**src/design/exec_pkg.sv**
```systemverilog
package exec_pkg;

    // data path and register file widths for RV32I
    typedef logic [31:0] word_t;         // operand, result, address or pc
    typedef logic [4:0]  reg_addr_t;     // destination register index
    typedef logic [2:0]  funct3_t;       // funct3 field of the instruction
    typedef logic [3:0]  byte_mask_t;    // one enable per byte lane

    // operation classes as sorted by the decoder
    typedef enum logic [2:0] {
        OP_ALU    = 3'd0,
        OP_LOAD   = 3'd1,
        OP_STORE  = 3'd2,
        OP_BRANCH = 3'd3,
        OP_JUMP   = 3'd4
    } op_type_t;

    // register and immediate arithmetic
    localparam funct3_t F3_ADD_SUB = 3'b000;   // alt selects sub
    localparam funct3_t F3_SLL     = 3'b001;
    localparam funct3_t F3_SLT     = 3'b010;
    localparam funct3_t F3_SLTU    = 3'b011;
    localparam funct3_t F3_XOR     = 3'b100;
    localparam funct3_t F3_SRL_SRA = 3'b101;   // alt selects sra
    localparam funct3_t F3_OR      = 3'b110;
    localparam funct3_t F3_AND     = 3'b111;

    // conditional branches
    localparam funct3_t F3_BEQ  = 3'b000;
    localparam funct3_t F3_BNE  = 3'b001;
    localparam funct3_t F3_BLT  = 3'b100;
    localparam funct3_t F3_BGE  = 3'b101;
    localparam funct3_t F3_BLTU = 3'b110;
    localparam funct3_t F3_BGEU = 3'b111;

    // store sizes, loads reuse these codes plus the unsigned variants
    localparam funct3_t F3_B = 3'b000;
    localparam funct3_t F3_H = 3'b001;
    localparam funct3_t F3_W = 3'b010;

endpackage

```
**src/design/exec_combine.sv**
```systemverilog
`timescale 1ns/1ps

module exec_combine (
    input  logic                 clk,
    input  logic                 arst_n,
    input  logic                 in_valid,
    output logic                 in_ready,
    input  exec_pkg::op_type_t   op_type,
    input  exec_pkg::funct3_t    funct3,
    input  exec_pkg::reg_addr_t  rd,
    input  exec_pkg::word_t      store_value,
    input  exec_pkg::word_t      sum,
    input  exec_pkg::word_t      alu_value,
    input  logic                 taken,
    input  exec_pkg::word_t      target,
    input  exec_pkg::word_t      link,
    input  logic                 mispredict,
    output logic                 result_valid,
    input  logic                 result_ready,
    output exec_pkg::reg_addr_t  result_rd,
    output exec_pkg::word_t      result_value,
    output logic                 mem_valid,
    input  logic                 mem_ready,
    output logic                 mem_read,
    output exec_pkg::byte_mask_t mem_write_mask,
    output exec_pkg::word_t      mem_addr,
    output exec_pkg::word_t      mem_wdata,
    output exec_pkg::reg_addr_t  mem_rd,
    output exec_pkg::funct3_t    mem_funct3,
    output logic                 jump_valid,
    input  logic                 jump_ready,
    output logic                 jump_taken,
    output exec_pkg::word_t      jump_target,
    output logic                 jump_mispredict
);

    logic                 transfer;
    logic                 produce_result;
    logic                 produce_mem;
    logic                 produce_jump;
    exec_pkg::word_t      next_result_value;
    logic                 next_mem_read;
    exec_pkg::byte_mask_t next_mem_mask;
    exec_pkg::word_t      next_mem_wdata;
    logic [1:0]           offset;
    exec_pkg::byte_mask_t store_mask;
    exec_pkg::word_t      store_data;

    // accept only when no channel would overflow, whatever the operation needs
    assign in_ready = (!result_valid || result_ready)
                   && (!mem_valid || mem_ready)
                   && (!jump_valid || jump_ready);
    assign transfer = in_valid && in_ready;

    assign offset = sum[1:0];

    // shift the store data into its byte lanes
    always_comb begin
        case (funct3)
            exec_pkg::F3_B: begin
                store_data = {24'b0, store_value[7:0]} << {offset, 3'b000};
                store_mask = 4'b0001 << offset;
            end
            exec_pkg::F3_H: begin
                store_data = offset[1] ? {store_value[15:0], 16'b0} : {16'b0, store_value[15:0]};
                store_mask = offset[1] ? 4'b1100 : 4'b0011;
            end
            exec_pkg::F3_W: begin
                store_data = store_value;
                store_mask = 4'b1111;
            end
            default: begin
                store_data = store_value;
                store_mask = 4'b0000;   // no legal store size, nothing written
            end
        endcase
    end

    always_comb begin
        produce_result = 1'b0;
        produce_mem = 1'b0;
        produce_jump = 1'b0;
        next_result_value = alu_value;
        next_mem_read = 1'b0;
        next_mem_mask = 4'b0000;
        next_mem_wdata = '0;
        case (op_type)
            exec_pkg::OP_ALU: begin
                produce_result = 1'b1;
            end
            exec_pkg::OP_LOAD: begin
                produce_mem = 1'b1;
                next_mem_read = 1'b1;
            end
            exec_pkg::OP_STORE: begin
                produce_mem = 1'b1;
                next_mem_mask = store_mask;
                next_mem_wdata = store_data;
            end
            exec_pkg::OP_BRANCH: begin
                produce_jump = 1'b1;
            end
            exec_pkg::OP_JUMP: begin
                produce_jump = 1'b1;
                produce_result = rd != '0;   // x0 never takes the link
                next_result_value = link;
            end
            default: begin
                produce_result = 1'b0;
            end
        endcase
    end

    // a channel fills on transfer and drains on its own ready
    always_ff @(posedge clk or negedge arst_n) begin
        if (!arst_n) begin
            result_valid <= 1'b0;
            mem_valid <= 1'b0;
            jump_valid <= 1'b0;
        end else begin
            if (transfer && produce_result) begin
                result_valid <= 1'b1;
            end else if (result_ready) begin
                result_valid <= 1'b0;
            end
            if (transfer && produce_mem) begin
                mem_valid <= 1'b1;
            end else if (mem_ready) begin
                mem_valid <= 1'b0;
            end
            if (transfer && produce_jump) begin
                jump_valid <= 1'b1;
            end else if (jump_ready) begin
                jump_valid <= 1'b0;
            end
        end
    end

    always_ff @(posedge clk) begin
        if (transfer && produce_result) begin
            result_rd <= rd;
            result_value <= next_result_value;
        end
        if (transfer && produce_mem) begin
            mem_read <= next_mem_read;
            mem_write_mask <= next_mem_mask;
            mem_addr <= sum;
            mem_wdata <= next_mem_wdata;
            mem_rd <= rd;
            mem_funct3 <= funct3;   // load-align needs size and sign
        end
        if (transfer && produce_jump) begin
            jump_taken <= taken;
            jump_target <= target;
            jump_mispredict <= mispredict;
        end
    end

endmodule

```
**src/design/exec_flow_unit.sv**
```systemverilog
`timescale 1ns/1ps

module exec_flow_unit (
    input  exec_pkg::op_type_t op_type,
    input  exec_pkg::funct3_t  funct3,
    input  exec_pkg::word_t    rs1_value,
    input  exec_pkg::word_t    rs2_value,
    input  exec_pkg::word_t    imm,
    input  exec_pkg::word_t    pc,
    input  exec_pkg::word_t    predicted_pc,
    input  exec_pkg::word_t    jump_base,
    output logic               taken,
    output exec_pkg::word_t    target,
    output exec_pkg::word_t    link,
    output logic               mispredict
);

    exec_pkg::word_t seq_pc;
    logic            branch_cond;

    assign seq_pc = pc + 32'd4;
    assign link = seq_pc;   // return address for jal and jalr

    always_comb begin
        case (funct3)
            exec_pkg::F3_BEQ:  branch_cond = rs1_value == rs2_value;
            exec_pkg::F3_BNE:  branch_cond = rs1_value != rs2_value;
            exec_pkg::F3_BLT:  branch_cond = $signed(rs1_value) < $signed(rs2_value);
            exec_pkg::F3_BGE:  branch_cond = $signed(rs1_value) >= $signed(rs2_value);
            exec_pkg::F3_BLTU: branch_cond = rs1_value < rs2_value;
            exec_pkg::F3_BGEU: branch_cond = rs1_value >= rs2_value;
            default:           branch_cond = 1'b0;   // codes 2 and 3 are not branches
        endcase
    end

    always_comb begin
        taken = 1'b0;
        target = seq_pc;
        case (op_type)
            exec_pkg::OP_BRANCH: begin
                taken = branch_cond;
                target = branch_cond ? pc + imm : seq_pc;
            end
            exec_pkg::OP_JUMP: begin
                taken = 1'b1;
                target = jump_base + imm;   // base is pc for jal and rs1 for jalr
            end
            default: begin
                taken = 1'b0;
            end
        endcase
    end

    // fetch has to redirect whenever its guess differs from the real next pc
    assign mispredict = target != predicted_pc;

endmodule

```
**src/design/exec_int_unit.sv**
```systemverilog
`timescale 1ns/1ps

module exec_int_unit (
    input  exec_pkg::funct3_t funct3,
    input  logic              alt,
    input  exec_pkg::word_t   rs1_value,
    input  exec_pkg::word_t   rs2_value,
    output exec_pkg::word_t   sum,
    output exec_pkg::word_t   alu_value
);

    logic [4:0]         shamt;
    exec_pkg::word_t    difference;
    exec_pkg::word_t    shift_left;
    exec_pkg::word_t    shift_logical;
    logic signed [31:0] shift_arith;
    exec_pkg::word_t    shift_right;
    logic               less_signed;
    logic               less_unsigned;

    // the adder also feeds load and store addresses
    assign sum = rs1_value + rs2_value;
    assign difference = rs1_value - rs2_value;

    assign shamt = rs2_value[4:0];   // only the low five bits count on RV32
    assign shift_left = rs1_value << shamt;
    assign shift_logical = rs1_value >> shamt;
    assign shift_arith = $signed(rs1_value) >>> shamt;   // kept in its own signed net
    assign shift_right = alt ? exec_pkg::word_t'(shift_arith) : shift_logical;

    assign less_signed = $signed(rs1_value) < $signed(rs2_value);
    assign less_unsigned = rs1_value < rs2_value;

    always_comb begin
        case (funct3)
            exec_pkg::F3_ADD_SUB: begin
                alu_value = alt ? difference : sum;
            end
            exec_pkg::F3_SLL: begin
                alu_value = shift_left;
            end
            exec_pkg::F3_SLT: begin
                alu_value = {31'b0, less_signed};
            end
            exec_pkg::F3_SLTU: begin
                alu_value = {31'b0, less_unsigned};
            end
            exec_pkg::F3_XOR: begin
                alu_value = rs1_value ^ rs2_value;
            end
            exec_pkg::F3_SRL_SRA: begin
                alu_value = shift_right;
            end
            exec_pkg::F3_OR: begin
                alu_value = rs1_value | rs2_value;
            end
            exec_pkg::F3_AND: begin
                alu_value = rs1_value & rs2_value;
            end
            default: begin
                alu_value = sum;
            end
        endcase
    end

endmodule

```
**src/design/exec_stage.sv**
```systemverilog
`timescale 1ns/1ps

module exec_stage (
    input  logic                 clk,
    input  logic                 arst_n,
    input  logic                 in_valid,
    output logic                 in_ready,
    input  exec_pkg::op_type_t   op_type,
    input  exec_pkg::funct3_t    funct3,
    input  logic                 alt,
    input  exec_pkg::reg_addr_t  rd,
    input  exec_pkg::word_t      rs1_value,
    input  exec_pkg::word_t      rs2_value,   // already holds the immediate for I, load, store
    input  exec_pkg::word_t      store_value,
    input  exec_pkg::word_t      imm,
    input  exec_pkg::word_t      pc,
    input  exec_pkg::word_t      predicted_pc,
    input  exec_pkg::word_t      jump_base,
    output logic                 result_valid,
    input  logic                 result_ready,
    output exec_pkg::reg_addr_t  result_rd,
    output exec_pkg::word_t      result_value,
    output logic                 mem_valid,
    input  logic                 mem_ready,
    output logic                 mem_read,
    output exec_pkg::byte_mask_t mem_write_mask,
    output exec_pkg::word_t      mem_addr,
    output exec_pkg::word_t      mem_wdata,
    output exec_pkg::reg_addr_t  mem_rd,
    output exec_pkg::funct3_t    mem_funct3,
    output logic                 jump_valid,
    input  logic                 jump_ready,
    output logic                 jump_taken,
    output exec_pkg::word_t      jump_target,
    output logic                 jump_mispredict
);

    exec_pkg::word_t sum;
    exec_pkg::word_t alu_value;
    logic            taken;
    exec_pkg::word_t target;
    exec_pkg::word_t link;
    logic            mispredict;

    exec_int_unit i_exec_int_unit (
        .funct3, .alt, .rs1_value, .rs2_value,
        .sum, .alu_value
    );

    exec_flow_unit i_exec_flow_unit (
        .op_type, .funct3, .rs1_value, .rs2_value,
        .imm, .pc, .predicted_pc, .jump_base,
        .taken, .target, .link, .mispredict
    );

    exec_combine i_exec_combine (
        .clk, .arst_n,
        .in_valid, .in_ready,
        .op_type, .funct3, .rd, .store_value,
        .sum, .alu_value,
        .taken, .target, .link, .mispredict,
        .result_valid, .result_ready, .result_rd, .result_value,
        .mem_valid, .mem_ready, .mem_read, .mem_write_mask,
        .mem_addr, .mem_wdata, .mem_rd, .mem_funct3,
        .jump_valid, .jump_ready, .jump_taken, .jump_target, .jump_mispredict
    );

endmodule

```
**config.mk**
```make
export PLATFORM = sky130hd
export DESIGN_NAME = exec_stage
export DESIGN_NICKNAME = d
export VERILOG_FILES = /design/src/design/exec_pkg.sv /design/src/design/exec_combine.sv /design/src/design/exec_flow_unit.sv /design/src/design/exec_int_unit.sv /design/src/design/exec_stage.sv
export SDC_FILE = /design/constraint.sdc
export NUM_CORES = 1
export LEC_CHECK = 0
export BUFFER_PORTS_ARGS = -buffer_cell sky130_fd_sc_hd__buf_2
export CAP_MARGIN = 15
export CORE_UTILIZATION = 50
export DETAILED_ROUTE_END_ITERATION = 7
export GPL_ROUTABILITY_DRIVEN = 1
export MAX_ROUTING_LAYER = met4
export PLACE_DENSITY = 0.75
export RECOVER_POWER = 50
export SYNTH_ARGS = -nofsm -noshare
export SYNTH_HDL_FRONTEND = slang
export SYNTH_HIERARCHICAL = 1
export SYNTH_SLANG_ARGS = --single-unit
```
**constraint.sdc**
```tcl
create_clock -name clk -period 14.7 [get_ports clk]
set_input_delay 0 -clock clk [delete_from_list [all_inputs] [get_ports clk]]
set_output_delay 0 -clock clk [all_outputs]
set_load 0.005 [all_outputs]
```
==> results_dict.tcl <==
set metrics [dict create \
    fin_util 0.592 \
    drive_gt1_frac 0.158 \
    post_cts_buffers 0 \
    max_cap_violations 6 \
    cp.required_ns 14.92 \
    finalSetupTns_ns 0 \
    cts_root_buf "clkbuf_16" \
    setup_viol 0 \
    cp_max_fo 75 \
    worstMarginPinSlew_ns 3.12 \
    synth.distinct_cells 104 \
    layout_min_cycle_time_ns 7.28 \
    die_w_um 203 \
    grt_pass1_vias 21500 \
    violations "design-rule violations, negative hold slack, max-capacitance violations, max-slew violations" \
    slew_viol_final 238 \
    ys_seq_area_frac 0.224 \
    rows 73 \
    clock_latency_ns 0.46 \
    first_pass_iters 8 \
    synth_top_area_share 0.220 \
    critical_path_class "input port to flop" \
    clk_pin_slew_ns 0.08 \
    cts.sinks 151 \
    ys_seq_elements 151 \
    wl_per_cell_um 26.3 \
    start_util 0.507 \
    hp-class "input port to flop" \
    fin_crit_sh 0.496 \
    end_kind "flop" \
    dpl.hpwl_um 70100 \
    synth_ff_type "edfxtp_1" \
    synth_area_per_cell_sq_um 8.09 \
    power_density_nw_per_um2 74.9 \
    synthesis.nets 2933 \
    die_h_um 203 \
    cts_tree "done" \
    ir_worst_vdd_mv 0.0872 \
    cts-buffers-inserted 17 \
    routed_wl_um 89500 \
    whs_ns -0.0300 \
    port_buffers 393 \
    globalplace.congestion 1.10 \
    viasPerCell 6.67 \
    hold_viol_final 2 \
    syn_area_sq_um 20200 \
    drt_iter0_drc 3213 \
    ys_warn_count 6 \
    postSynthCellCount 2495 \
    slew_headroom -1.08 \
    clockBufferDepth 2 \
    synth-edff-count 148 \
    critical-path-slowest-cell "clkbuf_1" \
    layout.nets 3297 \
    synth_area_leaders "edfxtp_1, ha_1, a21oi_1" \
    grtUsageTotal 0.436 \
    fin_skew_ns 0.0101 \
    worst_setup_path_start_kind "input port" \
    gr-total-overflow 0 \
    ant_nets 0 \
    synthArstFlopShare 0.0199 \
    io_pins 394 \
    dieArea_sq_um 41200 \
    area.growth.synth_to_final_pct 16.8 \
    grt_max_degree 76 \
    cts-htree-levels 4 \
    fmax_mhz 137 \
    worstPathCellList "buf_2 > clkbuf_1 > inv_1 > ha_1 > nor2_1 > o211ai_1 > a31oi_1 > nand2_1 > a31o_1 > o311a_1 > a21oi_1 > xor2_1 > o2111ai_1 > mux2_2" \
    outcome "finished, violations left" \
    coreArea_sq_um 39800 \
    synth_top_cell_by_area "edfxtp_1" \
    arrival_ns 7.50 \
    drcViolationCount 3 \
    via_count 22700 \
    antenna_found_initial 6 \
    crit_path_max_incr_delay_ns 2.19 \
    p_leak_nw 10.0 \
    fillerInstances 3710 \
    hold_buffers 72 \
    cts_resized 0 \
    rsz0062_at_grt "false" \
    grt_pass1_wl_um 132000 \
]
-- report_power, final --
group / switching, mW / leakage, nW / internal (mW) / total, mW
registers: 0.00692 / 1.43 / 0.503 / 0.509
logic: 0.503 / 8.28 / 0.287 / 0.790
clock network: 0.220 / 0.305 / 0.248 / 0.467
-- sequential cells by signal, indices dropped and copies added, names as in the netlist --
| register | count |
|---|---|
| i_exec_combine/jump_mispredict | 1 |
| i_exec_combine/result_rd | 5 |
| i_exec_combine/mem_read | 1 |
| i_exec_combine/mem_wdata | 32 |
| i_exec_combine/result_value | 32 |
| i_exec_combine/result_valid | 1 |
| i_exec_combine/jump_taken | 1 |
| i_exec_combine/mem_rd | 5 |
| i_exec_combine/mem_funct3 | 3 |
| i_exec_combine/mem_addr | 32 |
| i_exec_combine/jump_valid | 1 |
| i_exec_combine/jump_target | 32 |
| i_exec_combine/mem_valid | 1 |
| i_exec_combine/mem_write_mask | 4 |
-- area by class of cell --
type                    instances  area [sq um]  share of cell area
repair buffers                489          2720               0.115
flip-flops and latches        151          4520               0.192
inverters                     160           601              0.0255
diodes                          9          22.5            0.000955
clock inverters                15           195             0.00828
clock buffers                  17           425              0.0180
multi-input cells            2040         14400               0.612
well taps                     525           657              0.0278
-- cell families after synthesis --
group | Yosys count | synth area share
AND/OR/NAND/NOR | 707 | 0.173
flip-flops | 151 | 0.224
AO/OA/AOI/OAI | 846 | 0.267
XOR/XNOR | 155 | 0.0672
adder cells (fa/ha/maj) | 196 | 0.123
multiplexers | 136 | 0.0838
buffers and inverters | 304 | 0.0619
-- Yosys cell counts, drive strengths merged, types with 13 or more instances --
library cell / instances
a221o: 16
o21a: 18
edfxtp: 148
a21o: 38
a221oi: 17
mux2i: 72
a211o: 23
xor2: 52
and4: 15
inv: 160
mux4: 22
a211oi: 33
o211ai: 34
ha: 192
o21bai: 20
or3: 21
a21oi: 263
nand2: 173
o21ai: 221
a22oi: 29
nor3: 48
mux2: 42
nand2b: 32
a31oi: 13
nor3b: 15
xnor2: 103
nor2: 199
and3: 26
clkbuf: 79
o31ai: 19
nand3: 76
o221ai: 15
buf: 65
nand4: 34
-- worst paths after layout --
kind	startpoint	endpoint	slack, ns	cells after the start
worst min register to register	i_exec_combine/jump_valid	i_exec_combine/jump_valid	0.59	2
worst min-delay path	in_valid	i_exec_combine/result_valid	-0.03	3
min in group asynchronous	arst_n	i_exec_combine/mem_valid	0.43	3
worst max-delay path	rs2_value[3]	i_exec_combine/result_value[27]	7.42	14
worst max register to register	i_exec_combine/result_valid	i_exec_combine/jump_target[5]	11.24	3
max in group asynchronous	arst_n	i_exec_combine/result_valid	14.12	3
-- through the flow --
step	area [sq um]	std cells	total power [mW]	hold WS, ns	setup WS, ns
floorplan	20200	2495	1.00	-0.296	8.11
global placement	22400	3293	1.26	-0.202	9.62
detailed placement	22400	3293	1.26	-0.201	9.51
CTS	23700	3397	1.75	0.0595	9.46
global route	23600	3404	1.84	0.00555	7.24
finish	23600	3406	1.77	-0.0300	7.42
-- per-layer routing --
layer | track usage | part of all wire
met1 | 0.535 | 0.39
met2 | 0.682 | 0.45
met3 | 0.0785 | 0.10
met4 | 0.229 | 0.059
met5 | - | 0
-- critical path: cells and delay by family --
family                   cells  cell delay, ns
AO/OA/AOI/OAI                6            1.77
XOR/XNOR                     1            0.21
adder cells (fa/ha/maj)      1            0.82
buffers and inverters        3            3.87
multiplexers                 1            0.35
AND/OR/NAND/NOR              2            0.43
-- placed cells by master (no fill, tap or decap), drive strengths merged, types with 34 or more instances in the layout --
cell         synthesis  final
a21o                38     38
a21oi              263    263
buf                 65    310
clkbuf              79    124
dlygate4sd3          0     72
edfxtp             148    148
ha                 192    192
inv                160    171
mux2                42     42
mux2i               72     72
nand2              173    173
nand3               76     76
nand4               34     34
nor2               199    199
nor3                48     48
o211ai              34     34
o21ai              221    221
xnor2              103    103
xor2                52     52
No activity file was read; power rests on OpenSTA's default activity.
